$ cat config.mk
export PLATFORM = sky130hd
export DESIGN_NAME = spi_ram_master
export DESIGN_NICKNAME = d
export VERILOG_FILES = /design/src/hdl/spi_ram_pkg.sv /design/src/hdl/spi_sclk_gen.sv /design/src/hdl/spi_byte_shifter.sv /design/src/hdl/spi_xfer_ctrl.sv /design/src/hdl/spi_ram_master.sv
export VERILOG_INCLUDE_DIRS = /design/src /design/src/hdl
export SDC_FILE = /design/constraint.sdc
export NUM_CORES = 1
export LEC_CHECK = 0
export BUFFER_PORTS_ARGS = -buffer_cell sky130_fd_sc_hd__buf_2
export CORE_AREA = 2 2 117 85
export DETAILED_ROUTE_END_ITERATION = 10
export DIE_AREA = 0 0 119 87
export HOLD_SLACK_MARGIN = 0.12
export SYNTH_ARGS = -nofsm -noshare
export SYNTH_HDL_FRONTEND = slang
export SYNTH_SLANG_ARGS = --single-unit
$ cat constraint.sdc
create_clock -name clk_core_i -period 3.6 [get_ports clk_core_i]
set_input_delay 0.18 -clock clk_core_i [delete_from_list [all_inputs] [get_ports clk_core_i]]
set_output_delay 0.18 -clock clk_core_i [all_outputs]
set_load 0.1 [all_outputs]
$ cat src/hdl/spi_ram_settings.svh
`ifndef SPI_RAM_SETTINGS_SVH
`define SPI_RAM_SETTINGS_SVH

// ---------------------------------------------------------------------
// SPI clock divider
// ---------------------------------------------------------------------
`define SPI_RAM_CLK_DIV   4       // Core cycles per SCLK half period (minimum 2)

// ---------------------------------------------------------------------
// Serial RAM opcodes and field widths
// ---------------------------------------------------------------------
`define SPI_RAM_CMD_READ  8'h03   // READ opcode
`define SPI_RAM_CMD_WRITE 8'h02   // WRITE opcode

`define SPI_RAM_ADDR_W    16      // Memory address word
`define SPI_RAM_BYTE_W    8       // One SPI byte

`endif

$ cat src/hdl/spi_ram_pkg.sv
package spi_ram_pkg;

  `include "spi_ram_settings.svh"

  // 16-bit word seen either whole or as an MSB-first byte pair
  // Address: hi_byte goes out first on MOSI
  // Read data: hi_byte is the first byte received
  typedef union packed {
    logic [`SPI_RAM_ADDR_W-1:0] word;    // Whole word view
    struct packed {
      logic [`SPI_RAM_BYTE_W-1:0] hi_byte;  // Upper half
      logic [`SPI_RAM_BYTE_W-1:0] lo_byte;  // Lower half
    } bytes;
  } spi_word_u;

endpackage

$ cat src/hdl/spi_sclk_gen.sv
`timescale 1ns/100ps

module spi_sclk_gen #(
  parameter int CLK_DIV = 4           // Core cycles per SCLK half period
) (
  input  logic clk_core_i,
  input  logic rst_n_i,
  input  logic run_i,                 // High while a byte is on the wire
  output logic sclk_o,                // SPI clock, idles low (Mode 0)
  output logic sclk_rise_o,           // First cycle of SCLK high
  output logic sclk_fall_o            // First cycle of SCLK low
);

  localparam int               CNT_W    = $clog2(2 * CLK_DIV);
  localparam logic [CNT_W-1:0] HALF_END = CNT_W'(CLK_DIV - 1);      // Last cycle of low half
  localparam logic [CNT_W-1:0] FULL_END = CNT_W'(2 * CLK_DIV - 1);  // Last cycle of high half

  logic [CNT_W-1:0] div_cnt_q;        // Position inside one SCLK period

  // ---------------------------------------------------------------------
  // Period counter, SCLK level and edge strobes
  // ---------------------------------------------------------------------
  always_ff @(posedge clk_core_i or negedge rst_n_i) begin
    if (!rst_n_i) begin
      div_cnt_q   <= '0;
      sclk_o      <= 1'b0;
      sclk_rise_o <= 1'b0;
      sclk_fall_o <= 1'b0;
    end else if (!run_i) begin
      div_cnt_q   <= '0;              // Next byte starts at phase zero
      sclk_o      <= 1'b0;            // Park low between frames
      sclk_rise_o <= 1'b0;
      sclk_fall_o <= 1'b0;
    end else begin
      // Strobes are registered with SCLK so they line up with the pin
      sclk_rise_o <= (div_cnt_q == HALF_END);
      sclk_fall_o <= (div_cnt_q == FULL_END);
      if (div_cnt_q == FULL_END) begin
        div_cnt_q <= '0;
        sclk_o    <= 1'b0;            // High half over
      end else begin
        div_cnt_q <= div_cnt_q + 1'b1;
        if (div_cnt_q == HALF_END) begin
          sclk_o <= 1'b1;             // Low half over
        end
      end
    end
  end

  // Run drops right after the last rising edge of a frame, while SCLK is still high
  assert property (@(posedge clk_core_i) disable iff (!rst_n_i)
    $fell(run_i) |-> sclk_o)
    else $error("spi_sclk_gen: run dropped while SCLK was low");

endmodule

$ cat src/hdl/spi_byte_shifter.sv
`timescale 1ns/100ps
`include "spi_ram_settings.svh"

module spi_byte_shifter
  import spi_ram_pkg::*;
(
  input  logic                       clk_core_i,
  input  logic                       rst_n_i,
  input  logic                       load_i,       // Start of a byte
  input  logic [`SPI_RAM_BYTE_W-1:0] tx_byte_i,    // Byte to send, MSB first
  input  logic                       rx_en_i,      // Keep the received byte
  input  logic                       rx_slot_i,    // 0 first read byte, 1 second
  input  logic                       sclk_rise_i,
  input  logic                       sclk_fall_i,
  input  logic                       miso_i,
  output logic                       mosi_o,
  output logic                       byte_done_o,  // Eighth rising edge of the byte
  output spi_word_u                  rd_word_o     // Read data, hi_byte first
);

  localparam int               BW      = `SPI_RAM_BYTE_W;
  localparam int               BIT_W   = $clog2(BW);
  localparam logic [BIT_W-1:0] MSB_IDX = BIT_W'(BW - 1);

  logic [BW-1:0]    tx_sh_q;      // MOSI shift register, MSB on the pin
  logic [BW-1:0]    rx_sh_q;      // MISO shift register
  logic [BIT_W-1:0] bit_cnt_q;    // Index of the bit currently on the wire
  logic             in_byte_q;    // Between load and byte_done
  logic             last_bit;
  logic [BW-1:0]    rx_byte;      // Byte as it stands after this rising edge

  assign last_bit    = (bit_cnt_q == '0);
  assign byte_done_o = in_byte_q & sclk_rise_i & last_bit;
  assign rx_byte     = {rx_sh_q[BW-2:0], miso_i};
  assign mosi_o      = tx_sh_q[BW-1];

  // ---------------------------------------------------------------------
  // Bit counter and MOSI side
  // ---------------------------------------------------------------------
  always_ff @(posedge clk_core_i or negedge rst_n_i) begin
    if (!rst_n_i) begin
      bit_cnt_q <= MSB_IDX;
      in_byte_q <= 1'b0;
      tx_sh_q   <= '0;                      // MOSI low out of reset
    end else if (load_i) begin
      bit_cnt_q <= MSB_IDX;
      in_byte_q <= 1'b1;
      tx_sh_q   <= tx_byte_i;               // MSB shows on MOSI right away
    end else if (in_byte_q) begin
      if (sclk_rise_i) begin
        bit_cnt_q <= bit_cnt_q - 1'b1;      // One bit sampled by the RAM
        if (last_bit) begin
          in_byte_q <= 1'b0;
        end
      end
      // A falling edge before the first rise of the byte is the tail of
      // the previous byte, so the fresh MSB stays on the pin
      if (sclk_fall_i && (bit_cnt_q != MSB_IDX)) begin
        tx_sh_q <= {tx_sh_q[BW-2:0], 1'b0};
      end
    end
  end

  // ---------------------------------------------------------------------
  // MISO side and read word
  // ---------------------------------------------------------------------
  always_ff @(posedge clk_core_i) begin
    if (in_byte_q && sclk_rise_i) begin
      rx_sh_q <= rx_byte;                   // Sample on rising SCLK
    end
    if (byte_done_o && rx_en_i) begin
      if (rx_slot_i) begin
        rd_word_o.bytes.lo_byte <= rx_byte; // Second read byte
      end else begin
        rd_word_o.bytes.hi_byte <= rx_byte; // First read byte
      end
    end
  end

  // Sequencer waits for byte_done before loading again
  assert property (@(posedge clk_core_i) disable iff (!rst_n_i)
    load_i |-> !in_byte_q)
    else $error("spi_byte_shifter: load while a byte is still shifting");

endmodule

$ cat src/hdl/spi_xfer_ctrl.sv
`timescale 1ns/100ps
`include "spi_ram_settings.svh"

module spi_xfer_ctrl
  import spi_ram_pkg::*;
(
  input  logic                       clk_core_i,
  input  logic                       rst_n_i,
  input  logic                       start_i,      // One-cycle request pulse
  input  spi_word_u                  addr_i,
  input  logic [`SPI_RAM_BYTE_W-1:0] wr_data_i,
  input  logic                       rd_not_wr_i,
  input  logic [1:0]                 num_bytes_i,  // 2 means two read bytes
  input  logic                       byte_done_i,
  output logic                       sclk_run_o,   // Keeps the divider running
  output logic                       load_o,
  output logic [`SPI_RAM_BYTE_W-1:0] tx_byte_o,
  output logic                       rx_en_o,
  output logic                       rx_slot_o,
  output logic                       cs_n_o,
  output logic                       busy_o,
  output logic                       done_o,
  output logic                       publish_o     // Read word is final
);

  // ---------------------------------------------------------------------
  // Frame phases
  // ---------------------------------------------------------------------
  localparam logic [2:0] ST_IDLE     = 3'd0;
  localparam logic [2:0] ST_CMD      = 3'd1;
  localparam logic [2:0] ST_ADDR_HI  = 3'd2;
  localparam logic [2:0] ST_ADDR_LO  = 3'd3;
  localparam logic [2:0] ST_WR_DATA  = 3'd4;
  localparam logic [2:0] ST_RD_DATA1 = 3'd5;
  localparam logic [2:0] ST_RD_DATA2 = 3'd6;
  localparam logic [2:0] ST_STOP     = 3'd7;   // SCLK parks before CS rises

  logic [2:0]                 state_q;
  spi_word_u                  addr_q;          // Latched request
  logic [`SPI_RAM_BYTE_W-1:0] wr_data_q;
  logic                       rd_not_wr_q;
  logic [1:0]                 num_bytes_q;
  logic                       start_ok;
  logic                       two_bytes;

  assign start_ok  = start_i & ~busy_o;         // Starts while busy are dropped
  assign two_bytes = (num_bytes_q == 2'd2);     // 0 and 3 count as one byte

  // Request fields, sampled with the accepted start
  always_ff @(posedge clk_core_i) begin
    if (start_ok) begin
      addr_q      <= addr_i;
      wr_data_q   <= wr_data_i;
      rd_not_wr_q <= rd_not_wr_i;
      num_bytes_q <= num_bytes_i;
    end
  end

  // ---------------------------------------------------------------------
  // Sequencer
  // ---------------------------------------------------------------------
  always_ff @(posedge clk_core_i or negedge rst_n_i) begin
    if (!rst_n_i) begin
      state_q    <= ST_IDLE;
      sclk_run_o <= 1'b0;
      load_o     <= 1'b0;
      tx_byte_o  <= '0;
      rx_en_o    <= 1'b0;
      rx_slot_o  <= 1'b0;
      cs_n_o     <= 1'b1;
      busy_o     <= 1'b0;
      done_o     <= 1'b0;
      publish_o  <= 1'b0;
    end else begin
      load_o    <= 1'b0;                        // Strobes default low
      done_o    <= 1'b0;
      publish_o <= 1'b0;
      case (state_q)
        ST_IDLE: begin
          if (start_ok) begin
            state_q    <= ST_CMD;
            cs_n_o     <= 1'b0;
            busy_o     <= 1'b1;
            sclk_run_o <= 1'b1;
            load_o     <= 1'b1;
            tx_byte_o  <= rd_not_wr_i ? `SPI_RAM_CMD_READ : `SPI_RAM_CMD_WRITE;
          end
        end
        ST_CMD: begin
          if (byte_done_i) begin
            state_q   <= ST_ADDR_HI;
            load_o    <= 1'b1;
            tx_byte_o <= addr_q.bytes.hi_byte;  // Address MSB first
          end
        end
        ST_ADDR_HI: begin
          if (byte_done_i) begin
            state_q   <= ST_ADDR_LO;
            load_o    <= 1'b1;
            tx_byte_o <= addr_q.bytes.lo_byte;
          end
        end
        ST_ADDR_LO: begin
          if (byte_done_i) begin
            load_o <= 1'b1;
            if (rd_not_wr_q) begin
              state_q   <= ST_RD_DATA1;
              tx_byte_o <= '0;                  // Dummy byte while reading
              rx_en_o   <= 1'b1;
              rx_slot_o <= 1'b0;
            end else begin
              state_q   <= ST_WR_DATA;
              tx_byte_o <= wr_data_q;
            end
          end
        end
        ST_WR_DATA: begin
          if (byte_done_i) begin
            state_q    <= ST_STOP;
            sclk_run_o <= 1'b0;
          end
        end
        ST_RD_DATA1: begin
          if (byte_done_i && two_bytes) begin
            state_q   <= ST_RD_DATA2;
            load_o    <= 1'b1;
            rx_slot_o <= 1'b1;
          end else if (byte_done_i) begin
            state_q    <= ST_STOP;
            sclk_run_o <= 1'b0;
            rx_en_o    <= 1'b0;
            publish_o  <= 1'b1;                 // Outputs valid in the done cycle
          end
        end
        ST_RD_DATA2: begin
          if (byte_done_i) begin
            state_q    <= ST_STOP;
            sclk_run_o <= 1'b0;
            rx_en_o    <= 1'b0;
            publish_o  <= 1'b1;
          end
        end
        ST_STOP: begin
          state_q <= ST_IDLE;
          cs_n_o  <= 1'b1;                      // End of frame
          busy_o  <= 1'b0;
          done_o  <= 1'b1;
        end
        default: state_q <= ST_IDLE;
      endcase
    end
  end

  // One done per frame, and a frame is far longer than one cycle
  assert property (@(posedge clk_core_i) disable iff (!rst_n_i)
    done_o |=> !done_o)
    else $error("spi_xfer_ctrl: done held for two cycles");

  // The shifter finishes bytes only inside a frame
  assert property (@(posedge clk_core_i) disable iff (!rst_n_i)
    byte_done_i |-> busy_o)
    else $error("spi_xfer_ctrl: byte done outside a frame");

endmodule

$ cat src/hdl/spi_ram_master.sv
`timescale 1ns/100ps
`include "spi_ram_settings.svh"

module spi_ram_master
  import spi_ram_pkg::*;
#(
  parameter int CLK_DIV = `SPI_RAM_CLK_DIV      // Core cycles per SCLK half period
) (
  input  logic                       clk_core_i,
  input  logic                       rst_n_i,
  // Core side
  input  logic                       start_i,
  input  logic [`SPI_RAM_ADDR_W-1:0] addr_i,
  input  logic [`SPI_RAM_BYTE_W-1:0] wr_data_i,
  input  logic                       rd_not_wr_i,
  input  logic [1:0]                 num_bytes_i,
  output logic [`SPI_RAM_BYTE_W-1:0] rd_byte1_o,   // Byte at addr
  output logic [`SPI_RAM_BYTE_W-1:0] rd_byte2_o,   // Byte at addr + 1
  output logic                       busy_o,
  output logic                       done_o,
  // SPI pins
  output logic                       spi_sclk_o,
  output logic                       spi_mosi_o,
  output logic                       spi_cs_n_o,
  input  logic                       spi_miso_i
);

  spi_word_u                  addr_w;
  spi_word_u                  rd_word;             // Live word from the shifter
  spi_word_u                  rd_out_q;            // Published read bytes
  logic                       sclk_run;
  logic                       sclk_rise;
  logic                       sclk_fall;
  logic                       load;
  logic [`SPI_RAM_BYTE_W-1:0] tx_byte;
  logic                       rx_en;
  logic                       rx_slot;
  logic                       byte_done;
  logic                       publish;

  assign addr_w.word = addr_i;

  spi_sclk_gen #(.CLK_DIV(CLK_DIV)) sclk_gen0 (
    .clk_core_i, .rst_n_i,
    .run_i(sclk_run), .sclk_o(spi_sclk_o), .sclk_rise_o(sclk_rise), .sclk_fall_o(sclk_fall)
  );

  spi_byte_shifter shifter0 (
    .clk_core_i, .rst_n_i,
    .load_i(load), .tx_byte_i(tx_byte), .rx_en_i(rx_en), .rx_slot_i(rx_slot),
    .sclk_rise_i(sclk_rise), .sclk_fall_i(sclk_fall), .miso_i(spi_miso_i),
    .mosi_o(spi_mosi_o), .byte_done_o(byte_done), .rd_word_o(rd_word)
  );

  spi_xfer_ctrl ctrl0 (
    .clk_core_i, .rst_n_i,
    .start_i, .addr_i(addr_w), .wr_data_i, .rd_not_wr_i, .num_bytes_i,
    .byte_done_i(byte_done), .sclk_run_o(sclk_run), .load_o(load), .tx_byte_o(tx_byte),
    .rx_en_o(rx_en), .rx_slot_o(rx_slot), .cs_n_o(spi_cs_n_o), .busy_o, .done_o,
    .publish_o(publish)
  );

  // Read bytes hold until the next read frame completes
  always_ff @(posedge clk_core_i or negedge rst_n_i) begin
    if (!rst_n_i) begin
      rd_out_q <= '0;
    end else if (publish) begin
      rd_out_q <= rd_word;                         // One cycle ahead of done
    end
  end

  assign rd_byte1_o = rd_out_q.bytes.hi_byte;
  assign rd_byte2_o = rd_out_q.bytes.lo_byte;

endmodule

Word level (Yosys, flattened, before mapping)
Index checks and enable logic that the tools add are counted.
{"block": "op_classes", "reduce_logical": 26, "mux": 55, "n_eq_ne": 19, "bitwise_logic": 5, "add_sub_neg": 2}
{"cell": "$mux 8", "count": 8}
{"cell": "$mux 3", "count": 11}
{"cell": "$pmux 8 s4", "count": 1}
{"cell": "$mux 1", "count": 27}
{"cell": "$pmux 3 s7", "count": 1}
{"cell": "$eq 3x3->1 const B", "count": 5}
{"cell": "$ne 2x1->1 const B", "count": 6}
{"cell": "$reduce_and 4->1", "count": 3}
{"cell": "$reduce_and 2->1", "count": 5}
{"cell": "$reduce_bool 2->1", "count": 5}
{"cell": "$eq 3x2->1 const B", "count": 3}
{"cell": "$pmux 1 s3", "count": 3}
{"cell": "$pmux 1 s2", "count": 4}
{"cell": "$logic_not 3->1", "count": 2}
{"cell": "$ne 3x3->1 const B", "count": 2}
{"cell": "$reduce_bool 3->1", "count": 2}
{"cell": "$reduce_and 5->1", "count": 1}
{"cell": "$logic_and 1x1->1", "count": 4}
{"cell": "$reduce_bool 4->1", "count": 1}
{"cell": "$add 3x1->3 const B", "count": 1}
{"cell": "$and 1x1->1", "count": 3}
{"cell": "$eq 3x1->1 const B", "count": 1}
{"cell": "$reduce_and 3->1", "count": 1}
{"cell": "$reduce_or 3->1", "count": 1}
{"cell": "5 further kinds", "count": 6}
{"block": "word_totals", "input_bits": 31, "elab_cells": 132, "out_inout_bits": 21, "regBits": 103}

Logic depth before layout (Yosys ltp)
Gate-level depths: netlist (run 1).
{"block": "logic_depth", "depth_word": 5, "ltp_mapped": 8, "ltp_nobuf": 6}

Cells and area by module
From an unflattened synthesis (run 1), not the netlist that was laid out.
{"block": "hier_totals", "hier_cells": 275, "hier_area_um2": 4113.9}
{"module": "spi_xfer_ctrl", "seq_area_each_um2": 1287.5, "cells_per_inst": 136, "area_per_inst_um2": 1845.5, "n_inst": 1}
{"module": "spi_byte_shifter", "seq_area_each_um2": 994.7, "cells_per_inst": 86, "area_per_inst_um2": 1368.8, "n_inst": 1}
{"module": "spi_ram_master", "seq_area_each_um2": 400.4, "cells_per_inst": 34, "area_per_inst_um2": 649.4, "n_inst": 1}
{"module": "spi_sclk_gen", "seq_area_each_um2": 150.1, "cells_per_inst": 19, "area_per_inst_um2": 250.2, "n_inst": 1}

Least setup slack after synthesis (run 1)
Ideal clock, no wire load.
{"block": "synth_timing", "kind": "register to register", "startpoint": "register ctrl0.busy_o", "endpoint": "register ctrl0.tx_byte_o[0]", "n_path_buf": 1, "t_required_ns": 3.475, "stages_incl_launch_ff": 6, "slack_ns": 0.408, "t_arrival_ns": 3.067, "cell_sequence": "dfrtp_1 -> nor2b_1 -> nand2_1 -> a21o_1 -> buf_6 -> mux2_4"}
{"block": "synth_via", "elab_chain_cells": 4}
{"element": "start, declared", "line": "spi_xfer_ctrl.sv:21", "text": "output logic busy_o,"}
{"element": "start signal, assigned", "line": "spi_xfer_ctrl.sv:71", "text": "busy_o <= 1'b0;"}
{"element": "start signal, assigned", "line": "spi_xfer_ctrl.sv:83", "text": "busy_o <= 1'b1;"}
{"element": "start signal, assigned", "line": "spi_xfer_ctrl.sv:146", "text": "busy_o <= 1'b0;"}
{"element": "$not 1->1", "line": "spi_xfer_ctrl.sv:46", "text": "assign start_ok = start_i & ~busy_o;"}
{"element": "$and 1x1->1", "line": "spi_xfer_ctrl.sv:46"}
{"element": "named net ctrl0.start_ok", "line": "spi_xfer_ctrl.sv:43", "text": "logic start_ok;"}
{"element": "$ne 2x1->1 (no source line)"}
{"element": "$reduce_and 5->1 (no source line)"}
{"element": "end signal, assigned", "line": "spi_xfer_ctrl.sv:86", "text": "tx_byte_o <= rd_not_wr_i ? `SPI_RAM_CMD_READ : `SPI_RAM_CMD_WRITE;"}
{"element": "end signal, assigned", "line": "spi_xfer_ctrl.sv:93", "text": "tx_byte_o <= addr_q.bytes.hi_byte;"}
{"element": "end signal, assigned", "line": "spi_xfer_ctrl.sv:100", "text": "tx_byte_o <= addr_q.bytes.lo_byte;"}
{"element": "end, declared", "line": "spi_xfer_ctrl.sv:17", "text": "output logic [`SPI_RAM_BYTE_W-1:0] tx_byte_o,"}
The timed path passes the listed nets, and every way through them passes these cells.
A chain may end at the register's enable or synchronous reset.

Worst setup path after layout (run 1)
{"block": "layout_timing", "startpoint": "register shifter0.bit_cnt_q[0]", "endpoint": "register shifter0.rd_word_o[4] (netlist name) (enable)"}
{"block": "layout_via", "elab_chain_cells": 4}
{"element": "start, declared", "line": "spi_byte_shifter.sv:27", "text": "logic [BIT_W-1:0] bit_cnt_q;"}
{"element": "start signal, assigned", "line": "spi_byte_shifter.sv:51", "text": "bit_cnt_q <= bit_cnt_q - 1'b1;"}
{"element": "$logic_not 3->1", "line": "spi_byte_shifter.sv:32", "text": "assign last_bit = (bit_cnt_q == '0);"}
{"element": "$and 1x1->1", "line": "spi_byte_shifter.sv:33", "text": "assign byte_done_o = in_byte_q & sclk_rise_i & last_bit;"}
{"element": "$logic_and 1x1->1", "line": "spi_byte_shifter.sv:71", "text": "if (byte_done_o && rx_en_i) begin"}
{"element": "$reduce_and 2->1 (no source line)"}
{"element": "end, declared", "line": "spi_byte_shifter.sv:18", "text": "output spi_word_u rd_word_o"}
Every way passes these cells.

==> impl_metrics.json, run 1 <==
{
  "outcome": "complete, no violations",
  "boundaryPins": 52,
  "cp_slowest_stage_delay_ns": 0.60,
  "synth-seq-cells": 103,
  "p_seq_share_pct": 54.3,
  "cts_sinks": 103,
  "number_of_instances_in_the_synthesized_netlist": 277,
  "die_w_um": 119,
  "timing.final.max_slew_violations": 0,
  "netSwitchingFraction_pct": 20.1,
  "yosysSeqAreaShare_pct": 70.0,
  "wire_length_of_the_first_global_routing_pass_um": 11500,
  "grt_pass1_vias": 2274,
  "design_power_total_w": 0.00227,
  "gr-total-overflow": 0,
  "drive_above_1_share_pct": 26.3,
  "cts_post_setup_buffers_inserted": 0,
  "final-setup-viol-count": 0,
  "design.die.area_sq_mm": 0.0104,
  "mappedNetlistArea_sq_mm": 0.00405,
  "worst_setup_path_start_kind": "flip-flop",
  "cts.repair.resized": 0,
  "placement.io_buffers": 51,
  "required_time_of_the_critical_path_ns": 3.58,
  "yosysUniqueCellTypes": 45,
  "proportion_of_register_bits_with_asynchronous_set_or_reset_after_synthesis_pct": 51.5,
  "finalCriticalPeriod_ns": 2.18,
  "worst_r2r_path_depth": 5,
  "cts-root-to-sink-buffers": 2,
  "final_hold_viol_count": 0,
  "cts_max_level": 3,
  "area_growth_pct": 23.6,
  "cts_made_buffers": 9,
  "initial_core_util_pct": 43.3,
  "r2r_start": "shifter0.bit_cnt_q[0]",
  "cp-end-kind": "flip-flop",
  "timing.critical_path.cells": "inv_1, ha_1, and4b_1, nand2_1, nor2_1",
  "synth-edff-count": 50,
  "yosysWarningCount": 0,
  "max-slew-margin-rel_pct": 34.1,
  "dr_total_vias": 2375,
  "net_count_after_synthesis": 315,
  "chipHeight_um": 87,
  "worst_case_clock_skew_ns": 0.00829,
  "achievable-frequency_mhz": 458,
  "cp.buffers_inverters": 1,
  "clock_tree_from_tritoncts": "built",
  "clkLatencyLatePin_ns": 0.35,
  "clock-root-buffer": "sky130_fd_sc_hd__clkbuf_16",
  "syn_area_per_cell_sq_um": 14.6,
  "drt_first_pass_iters": 4,
  "layout_commonest_cell": "sky130_fd_sc_hd__buf_2",
  "worst_hold_path_type": "in -> reg",
  "clkPwrFrac_pct": 43.3,
  "gr_usage_total_pct": 14.5,
  "critical-path-top-delay-family": "simple AND/OR/NAND/NOR gates",
  "critPathLaunch": "shifter0.bit_cnt_q[0]",
  "dp_hpwl_um": 4310,
  "routed_via_density": 4.86,
  "layout_common_cells": "51 x sky130_fd_sc_hd__buf_2, 50 x sky130_fd_sc_hd__edfxtp_1, 49 x sky130_fd_sc_hd__dfrtp_1",
  "final_critical_path_setup_slack_ns": 1.42,
  "crit_path_end": "shifter0.rd_word_o[4]",
  "place_congestion": 0.751,
  "grt_max_degree": 54,
  "dp_slack_ns": 1.43,
  "n_antenna_cell": 0,
  "path_clk_slew_ns": 0.07,
  "number_of_remaining_drc_errors": 0,
  "arrival_ns": 2.16,
  "layout_worst_path_cycle_share_pct": 60.7,
  "vdd_ir_drop_max_v": 0.000315,
  "power_frac_comb_pct": 2.3,
  "power.internal_w": 0.00181,
  "worstHoldStart": "start_i",
  "power.net_switching_w": 0.000455,
  "power.density_cell_area_mw_per_mm2": 453,
  "static-leakage-power_nw": 2.16,
  "setup.worst_path.class": "reg -> reg",
  "timing.rr.end": "shifter0.rd_word_o[4]",
  "grt_setup_unrepaired": "false",
  "worst_pin_slew_ns": 0.985,
  "ys.flop_type": "sky130_fd_sc_hd__edfxtp_1",
  "antenna_violations_before_repair": 0,
  "nets": 394,
  "num_rows": 30,
  "wl_per_cell_um": 14.1,
  "core_region_area_sq_mm": 0.00935,
  "count_of_nets_left_with_antenna_violations_after_detail_routing": 0,
  "critPathMaxFanout": 9,
  "drt-initial-drc-count": 180,
  "critical_path.slowest_cell": "sky130_fd_sc_hd__nor2_1",
  "tns_ns": 0,
  "register_to_register_setup_slack_ns": 1.42,
  "cap_violations": 0,
  "drt-total-wl_um": 6900,
  "critical_path_depth": 5
}
[power by group through the flow]
| stage | Sequential (W) | Combinational [W] | Clock [W] |
|---|---|---|---|
| final | 0.00123 | 0.0000529 | 0.000982 |
| after global placement | 0.00126 | 0.0000290 | 0 |
| after floorplan | 0.00126 | 0.000000459 | 0 |
| after detailed placement | 0.00126 | 0.0000299 | 0 |
| after CTS | 0.00123 | 0.0000533 | 0.00101 |
| after global routing | 0.00123 | 0.0000599 | 0.00105 |
[cell usage after synthesis (2+ instances only)]
cell type | count | share of area, %
sky130_fd_sc_hd__mux2i_1 | 9 | 2.2
sky130_fd_sc_hd__a22o_1 | 2 | 0.43
sky130_fd_sc_hd__and3_1 | 2 | 0.31
sky130_fd_sc_hd__edfxtp_1 | 50 | 37
sky130_fd_sc_hd__mux2_2 | 16 | 4.4
sky130_fd_sc_hd__mux2_4 | 2 | 0.74
sky130_fd_sc_hd__nor2_1 | 9 | 0.83
sky130_fd_sc_hd__o221ai_1 | 2 | 0.43
sky130_fd_sc_hd__a2bb2oi_1 | 6 | 1.3
sky130_fd_sc_hd__buf_2 | 5 | 0.62
sky130_fd_sc_hd__and2_1 | 5 | 0.77
sky130_fd_sc_hd__nand2_1 | 17 | 1.6
sky130_fd_sc_hd__dfrtp_1 | 49 | 30
sky130_fd_sc_hd__nand3_1 | 2 | 0.25
sky130_fd_sc_hd__a22oi_1 | 6 | 1.1
sky130_fd_sc_hd__nor2b_1 | 7 | 1.1
sky130_fd_sc_hd__ha_1 | 7 | 2.2
sky130_fd_sc_hd__a31oi_1 | 3 | 0.46
sky130_fd_sc_hd__nand2b_1 | 4 | 0.62
sky130_fd_sc_hd__buf_6 | 2 | 0.56
sky130_fd_sc_hd__a21oi_1 | 10 | 1.2
sky130_fd_sc_hd__o21ai_0 | 13 | 1.6
sky130_fd_sc_hd__o22ai_1 | 2 | 0.31
sky130_fd_sc_hd__a21o_1 | 3 | 0.56
sky130_fd_sc_hd__dfstp_2 | 4 | 2.6
sky130_fd_sc_hd__clkbuf_1 | 6 | 0.56
sky130_fd_sc_hd__o2bb2ai_1 | 6 | 1.3
sky130_fd_sc_hd__inv_1 | 10 | 0.93
sky130_fd_sc_hd__a211o_1 | 2 | 0.43
[sequential cells by signal, indices dropped and copies added, names as in the netlist, 2 cells and up]
signal / count
shifter0.bit_cnt_q: 3
ctrl0.addr_q: 16
ctrl0.wr_data_q: 8
shifter0.tx_sh_q: 8
rd_out_q: 16
sclk_gen0.div_cnt_q: 3
shifter0.rx_sh_q: 7
ctrl0.state_q: 3
ctrl0.num_bytes_q: 2
ctrl0.tx_byte_o: 8
shifter0.rd_word_o: 16
[through the flow]
step                      instances  hold slack [ns]  util, %  area, sq um
after floorplan                 277           -0.116        -         4050
after global placement          444            0.341     47.2         4410
after detailed placement        444            0.351     47.2         4410
after CTS                       489            0.172     53.5         5000
after global routing            489            0.224     53.5         5000
final                           489            0.188     53.5         5000
[worst min-delay path, cell delays in order]
cell	delay (ns)
sky130_fd_sc_hd__buf_2	0.09
sky130_fd_sc_hd__a21oi_1	0.06
sky130_fd_sc_hd__o22ai_1	0.14
[cells by family after synthesis]
group / share of synthesized area (%)
buf+inv: 2.75
fa+ha+maj: 2.16
compound gates: 10.5
simple gates: 6.77
xor+xnor: 0.433
flops: 70.0
mux: 7.42
[per-layer routing]
metal  vias to the layer above  wire length [um]  global-route usage, %
met3                        12               268                   4.71
met1                      1142              3550                   21.1
met4                         0               109                   5.41
li1                       1176                 -                      -
met2                        45              2970                   20.2
met5                         -                 0                      0
[what timing repair did]
| action | CTS | global route |
|---|---|---|
| hold buffers | 29 | 0 |
| endpoints found under the hold margin | 79 | 0 |
| setup endpoints to repair | 0 | 0 |
[worst min-delay path by stage]
stage	end	depth (start not counted)	slack (ns)
2_1_floorplan	ctrl0.busy_o	0	-0.12
3_3_place_gp	rd_out_q[14]	2	0.34
3_5_place_dp	rd_out_q[5]	2	0.35
4_1_cts	ctrl0.busy_o	3	0.17
5_1_grt	ctrl0.busy_o	3	0.22
6_report	ctrl0.busy_o	3	0.19
[area by class of cell]
class,count,area (sq um)
repair buffers,82,561
inverters,10,37.5
well taps,128,160
flip-flops and latches,103,2830
fillers,784,4340
multi-input cells,150,1110
clock inverters,7,80.1
clock buffers,9,225
Note: power is estimated with default switching activity, not from simulation.
==> run 2, diff against run 1 <==
--- a/config.mk
+++ b/config.mk
@@ -6,11 +6,13 @@
 export SDC_FILE = /design/constraint.sdc
 export NUM_CORES = 1
 export LEC_CHECK = 0
+export ABC_AREA = 1
 export BUFFER_PORTS_ARGS = -buffer_cell sky130_fd_sc_hd__buf_2
 export CORE_AREA = 2 2 117 85
 export DETAILED_ROUTE_END_ITERATION = 10
 export DIE_AREA = 0 0 119 87
 export HOLD_SLACK_MARGIN = 0.12
+export PLACE_DENSITY = 0.66
 export SYNTH_ARGS = -nofsm -noshare
 export SYNTH_HDL_FRONTEND = slang
 export SYNTH_SLANG_ARGS = --single-unit
==> constraint.sdc (replaced) <==
create_clock -name clk_core_i -period 2 [get_ports clk_core_i]
set_input_delay 0.1 -clock clk_core_i [delete_from_list [all_inputs] [get_ports clk_core_i]]
set_output_delay 0.1 -clock clk_core_i [all_outputs]
set_load 0.1 [all_outputs]
==> impl_metrics.json, run 2 <==
{
  "outcome": "complete, no violations",
  "chipHeight_um": 87,
  "arrival_ns": 1.64,
  "biggest_registers_after_layout": "ctrl0.addr_q (16), rd_out_q (16), shifter0.rd_word_o (16)",
  "yosysSeqAreaShare_pct": 69.4,
  "finalCriticalPeriod_ns": 1.58,
  "grt_pass1_vias": 2650,
  "layout_commonest_cell": "sky130_fd_sc_hd__nand2_1",
  "critical_path.slowest_cell": "sky130_fd_sc_hd__dfstp_2",
  "number_of_remaining_drc_errors": 0,
  "place_congestion": 0.829,
  "drt_first_pass_iters": 4,
  "worst_case_clock_skew_ns": 0.00747,
  "path_clk_slew_ns": 0.07,
  "clock_tree_from_tritoncts": "built",
  "synth_top_cells_by_count": "102 x sky130_fd_sc_hd__nand2_1, 50 x sky130_fd_sc_hd__edfxtp_1, 49 x sky130_fd_sc_hd__dfrtp_1, 22 x sky130_fd_sc_hd__nand3_1, 21 x sky130_fd_sc_hd__inv_1",
  "drt-initial-drc-count": 170,
  "worst_setup_path_start_kind": "flip-flop",
  "final-setup-viol-count": 0,
  "dp_hpwl_um": 4640,
  "synth-edff-count": 50,
  "net_count_after_synthesis": 379,
  "most_area_hungry_cell_type_in_the_yosys_netlist": "sky130_fd_sc_hd__edfxtp_1",
  "cts_max_level": 3,
  "dr_total_vias": 2618,
  "ys_top_cells_by_area": "sky130_fd_sc_hd__edfxtp_1 37%, sky130_fd_sc_hd__dfrtp_1 30%, sky130_fd_sc_hd__nand2_1 9.4%",
  "fillCellCount": 765,
  "area_growth_pct": 23.7,
  "num_rows": 30,
  "routed_via_density": 4.66,
  "timing.critical_path.cells": "inv_1, ha_1, nand2_1, nor2_2, nand2_1, nor2_1, buf_4",
  "yosys.area_share.simple_pct": 17.3,
  "cp-end-kind": "flip-flop",
  "final_hold_viol_count": 0,
  "clkLatencyLatePin_ns": 0.35,
  "cts_made_buffers": 9,
  "die_w_um": 119,
  "wire_length_of_the_first_global_routing_pass_um": 12600,
  "antenna_violations_before_repair": 0,
  "layout_worst_path_cycle_share_pct": 79.1,
  "synth.top_cell.area_share_pct": 36.8,
  "hold_slack_ns": 0.331,
  "critical_path.most_common_cell": "sky130_fd_sc_hd__nand2_1",
  "yosysUniqueCellTypes": 29,
  "synth_mux_area_share_pct": 4.41,
  "grt_setup_unrepaired": "false",
  "initial_core_util_pct": 43.7,
  "vdd_ir_drop_max_v": 0.000650,
  "drt-total-wl_um": 7240,
  "number_of_instances_in_the_synthesized_netlist": 341,
  "count_of_nets_left_with_antenna_violations_after_detail_routing": 0,
  "synth-seq-cells": 103,
  "dp_slack_ns": 0.425,
  "mappedNetlistArea_sq_mm": 0.00408,
  "syn_area_per_cell_sq_um": 12.0,
  "cts_sinks": 103,
  "placement.io_buffers": 51,
  "layout.cell_area.non_filler_sq_mm": 0.00505,
  "cap_violations": 0,
  "cts-root-to-sink-buffers": 2,
  "tns_ns": 0,
  "static-leakage-power_nw": 2.30,
  "nets": 467,
  "critPathMaxFanout": 8,
  "max-slew-margin-rel_pct": 55.5,
  "cts_post_setup_buffers_inserted": 0,
  "proportion_of_register_bits_with_asynchronous_set_or_reset_after_synthesis_pct": 51.5,
  "grt_max_degree": 54,
  "worst_pin_slew_ns": 0.668,
  "clock-root-buffer": "sky130_fd_sc_hd__clkbuf_16",
  "ys.flop_type": "sky130_fd_sc_hd__edfxtp_1",
  "gr_usage_total_pct": 15.9,
  "detailed_place.area_sq_mm": 0.00448,
  "required_time_of_the_critical_path_ns": 2.06,
  "synth-compound-area-share_pct": 3.28,
  "final_critical_path_setup_slack_ns": 0.418,
  "yosysWarningCount": 0,
  "synth.most_common_cell": "sky130_fd_sc_hd__nand2_1",
  "setup.worst_path.class": "reg -> reg",
  "n_antenna_cell": 0,
  "design.die.area_sq_mm": 0.0104,
  "worst_hold_path_type": "in -> reg",
  "core_region_area_sq_mm": 0.00935,
  "combinational_family_with_the_most_area_after_synthesis": "simple AND/OR/NAND/NOR gates",
  "synth_adder_area_share_pct": 2.15,
  "drive_above_1_share_pct": 25.3,
  "gr-total-overflow": 0,
  "timing.final.max_slew_violations": 0,
  "layout_common_cells": "102 x sky130_fd_sc_hd__nand2_1, 51 x sky130_fd_sc_hd__buf_2, 50 x sky130_fd_sc_hd__edfxtp_1",
  "boundaryPins": 52,
  "wl_per_cell_um": 12.9,
  "cp_slowest_stage_delay_ns": 0.37,
  "achievable-frequency_mhz": 632,
  "post_synth_xor_area_fraction_pct": 0,
  "power.density_cell_area_mw_per_mm2": 781
}
run 2: per-stage QoR:
stage	power, W	utilization (%)	std cells
2_1_floorplan	0.00226	-	341
3_3_place_gp	0.00231	48.0	517
3_5_place_dp	0.00231	48.0	517
4_1_cts	0.00399	54.0	562
5_1_grt	0.00410	54.0	562
6_report	0.00395	54.0	562
run 2: layout make-up:
class                      count  area [sq um]  share of cell area, %
inverter                      25          97.6                   1.93
multi-input combinational    206          1110                   21.9
timing repair buffer          84           576                   11.4
clock inverter                 7          51.3                   1.02
clock buffer                   9           225                   4.46
tap                          128           160                   3.17
sequential                   103          2830                   56.1
run 2: power breakdown:
part | leakage (nW) | switching [W] | internal [W]
Sequential | 1.14 | 0 | 0.00222
Combinational | 1.02 | 0.0000366 | 0.0000582
Clock | 0.137 | 0.000779 | 0.000857
Total | 2.30 | 0.000816 | 0.00313
run 2: path summary, 6_finish.rpt:
path / cells after the start / slack [ns] / from / endpoint
min in group asynchronous: 3 / 0.40 / rst_n_i / rd_out_q[1]
hold / removal: 5 / 0.33 / start_i / ctrl0.state_q[2]
max in group asynchronous: 3 / 1.10 / rst_n_i / ctrl0.busy_o
setup reg to reg: 7 / 0.42 / shifter0.bit_cnt_q[0] / shifter0.rd_word_o[10]
hold reg to reg: 1 / 0.47 / sclk_gen0.div_cnt_q[0] / sclk_gen0.div_cnt_q[0]
setup / recovery: 7 / 0.42 / shifter0.bit_cnt_q[0] / shifter0.rd_word_o[10]
run 2: routing by layer:
metal | vias up | global-route usage (%) | part of all wire [%]
met2 | 66 | 25.4 | 47
met1 | 1222 | 20.7 | 47
met3 | 7 | 5.37 | 4.9
met5 | - | 0 | 0
met4 | 0 | 5.19 | 1.3
li1 | 1323 | - | -
run 2: cells by family (layout without fill, tap and decap cells):
logic type	Yosys count	in the layout
AO/OA/AOI/OAI	23	23
adder cells (fa/ha/maj)	7	7
buffers and inverters	32	125
flip-flops	103	103
multiplexers	16	16
AND/OR/NAND/NOR	160	160
run 2: repair_timing:
item / in CTS / in global routing
hold endpoints to repair: 79 / 0
endpoints found under the setup margin: 0 / 0
hold buffers: 29 / 0
gates resized for setup: 0 / 0
run 2: worst max-delay path, delay by kind of cell, from the launching register on:
family                     cells  cell delay, ns
and+or+nand+nor                4            0.46
DFF                            1            0.37
adders and majority gates      1            0.18
buffers and inverters          2            0.28
==> run 3, diff against run 2 <==
--- a/config.mk
+++ b/config.mk
@@ -12,7 +12,6 @@
 export DETAILED_ROUTE_END_ITERATION = 10
 export DIE_AREA = 0 0 119 87
 export HOLD_SLACK_MARGIN = 0.12
-export PLACE_DENSITY = 0.66
 export SYNTH_ARGS = -nofsm -noshare
 export SYNTH_HDL_FRONTEND = slang
 export SYNTH_SLANG_ARGS = --single-unit
==> constraint.sdc (replaced) <==
create_clock -name clk_core_i -period 1.5 [get_ports clk_core_i]
set_input_delay 0.075 -clock clk_core_i [delete_from_list [all_inputs] [get_ports clk_core_i]]
set_output_delay 0.075 -clock clk_core_i [all_outputs]
set_load 0.1 [all_outputs]
==> impl_metrics.json, run 3 (synthesis gave the netlist of run 2 again) <==
{
  "count_of_nets_left_with_antenna_violations_after_detail_routing": 0,
  "total_routed_wire_length_on_the_met1_layer_um": 3780,
  "final_critical_path_setup_slack_ns": 0.0609,
  "register_to_register_setup_slack_ns": 0.06,
  "number_of_remaining_drc_errors": 0,
  "placement.io_buffers": 51,
  "routed_via_density": 4.75,
  "antenna_violations_before_repair": 0,
  "setup.worst_path.class": "reg -> reg",
  "layout_commonest_cell": "sky130_fd_sc_hd__nand2_1",
  "dp_hpwl_um": 5150,
  "clock_tree_from_tritoncts": "built",
  "detailed_place.area_sq_mm": 0.00466,
  "finalCriticalPeriod_ns": 1.44,
  "critPathMaxFanout": 6,
  "arrival_ns": 1.67,
  "vdd_ir_drop_max_v": 0.000525,
  "worst_case_clock_skew_ns": 0.00881,
  "cts-root-to-sink-buffers": 2,
  "detailroute.wirelength.met2_um": 3680,
  "final_hold_viol_count": 0,
  "layout_common_cells": "93 x sky130_fd_sc_hd__nand2_1, 52 x sky130_fd_sc_hd__buf_2, 50 x sky130_fd_sc_hd__edfxtp_1",
  "multi_input_area_sq_mm": 0.00124,
  "cts_made_buffers": 9,
  "fin_cells": 578,
  "die_w_um": 119,
  "drive_above_1_share_pct": 34.2,
  "clock-root-buffer": "sky130_fd_sc_hd__clkbuf_16",
  "dr_total_vias": 2743,
  "final-setup-viol-count": 0,
  "boundaryPins": 52,
  "critical_path.slowest_cell": "sky130_fd_sc_hd__dfstp_2",
  "chipHeight_um": 87,
  "grt_pass1_vias": 2752,
  "worst_hold_path_type": "in -> async",
  "power.density_cell_area_mw_per_mm2": 1010,
  "cp-end-kind": "flip-flop",
  "initial_core_util_pct": 43.7,
  "core_region_area_sq_mm": 0.00935,
  "required_time_of_the_critical_path_ns": 1.74,
  "hold_slack_ns": 0.228,
  "timing.rr.end": "ctrl0.state_q[1]",
  "layout.cell_area.non_filler_sq_mm": 0.00540,
  "area_growth_pct": 32.1,
  "worst_r2r_path_depth": 10,
  "nets": 483,
  "grt_max_degree": 28,
  "worst_pin_slew_ns": 0.500,
  "drt_first_pass_iters": 4,
  "biggest_registers_after_layout": "ctrl0.addr_q (16), rd_out_q (16), shifter0.rd_word_o (16)",
  "place_congestion": 0.843,
  "max-slew-margin-rel_pct": 66.6,
  "fillCellCount": 769,
  "worst_setup_path_start_kind": "flip-flop",
  "achievable-frequency_mhz": 695,
  "layout_worst_path_cycle_share_pct": 95.9,
  "n_antenna_cell": 0,
  "top_layer": "met4",
  "static-leakage-power_nw": 2.45,
  "wire_length_of_the_first_global_routing_pass_um": 13200,
  "drt-initial-drc-count": 117,
  "tns_ns": 0,
  "total_area_of_sequential_cells_sq_mm": 0.00284,
  "gr_usage_total_pct": 16.5,
  "design.die.area_sq_mm": 0.0104,
  "cts_max_level": 3,
  "timing.critical_path.cells": "inv_2, ha_4, inv_1, nor2_2, nand2_4, nand3_4, nand3_4, inv_2, nand2_2, nand2_1",
  "clkLatencyLatePin_ns": 0.35,
  "timing.final.max_slew_violations": 0,
  "wl_met3_um": 374,
  "cp_slowest_stage_delay_ns": 0.54,
  "critPathLaunch": "shifter0.bit_cnt_q[0]",
  "wl_per_cell_um": 13.9,
  "dpl.cell_count": 531,
  "path_clk_slew_ns": 0.07,
  "gr-total-overflow": 0,
  "cap_violations": 0,
  "cts_sinks": 103,
  "r2r_start": "shifter0.bit_cnt_q[0]",
  "grt_setup_unrepaired": "true",
  "dp_slack_ns": -0.0815,
  "outcome": "complete, no violations",
  "num_rows": 30,
  "drt-total-wl_um": 8010
}
## run 3: cell types whose count changed in the layout (fill, tap and decap cells not counted), sizes merged
| cell | change |
|---|---|
| buf | +16 |
| bufinv | +1 |
| clkbuf | +1 |
| clkinvlp | +1 |
| inv | -3 |
## run 3: cell type report
class / count / area share [%]
tap: 128 / 2.97
timing repair buffer: 100 / 13.9
clock inverter: 6 / 1.21
clock buffer: 10 / 4.43
inverter: 25 / 1.81
multi-input combinational: 206 / 23.0
sequential: 103 / 52.6
## run 3: how the worst max path moves through the flow
stage | end | cells after the start
finish | ctrl0.state_q[1] | 10
global route | ctrl0.tx_byte_o[6] | 7
CTS | shifter0.rd_word_o[9] | 7
detailed placement | shifter0.rd_word_o[5] | 6
global placement | shifter0.rd_word_o[3] | 6
floorplan | ctrl0.state_q[0] | 7
## run 3: critical path: cells and delay by family, from the launching register on
family / cells / cell delay (ns)
flip-flops: 1 / 0.54
buffers and inverters: 3 / 0.15
AND/OR/NAND/NOR: 6 / 0.48
adder cells (fa/ha/maj): 1 / 0.15
## run 3: report_power, final
group	total [W]	switching, W	leakage, nW	internal (W)
Clock	0.00237	0.00102	0.149	0.00134
Combinational	0.000139	0.0000523	1.16	0.0000863
Sequential	0.00295	0	1.14	0.00295
Total	0.00546	0.00107	2.45	0.00439
## run 3: stage by stage
step | util [%] | total power (W)
6_report | 57.7 | 0.00546
5_1_grt | 57.7 | 0.00564
2_1_floorplan | - | 0.00301
4_1_cts | 56.6 | 0.00551
3_5_place_dp | 49.9 | 0.00309
3_3_place_gp | 49.9 | 0.00309
## run 3: timing repair
item,4_1_cts,5_1_grt
pin swaps,4,8
gates cloned,0,1
hold buffers,29,0
resized for setup,11,25
setup buffers,0,2
setup endpoints to repair,29,29
endpoints found under the hold margin,80,0
## run 3: metal layers
metal | global-route usage [%] | up-vias
met2 | 25.3 | 66
met4 | 7.14 | 0
met5 | 0 | -
met3 | 4.78 | 17
met1 | 22.3 | 1307
li1 | - | 1353
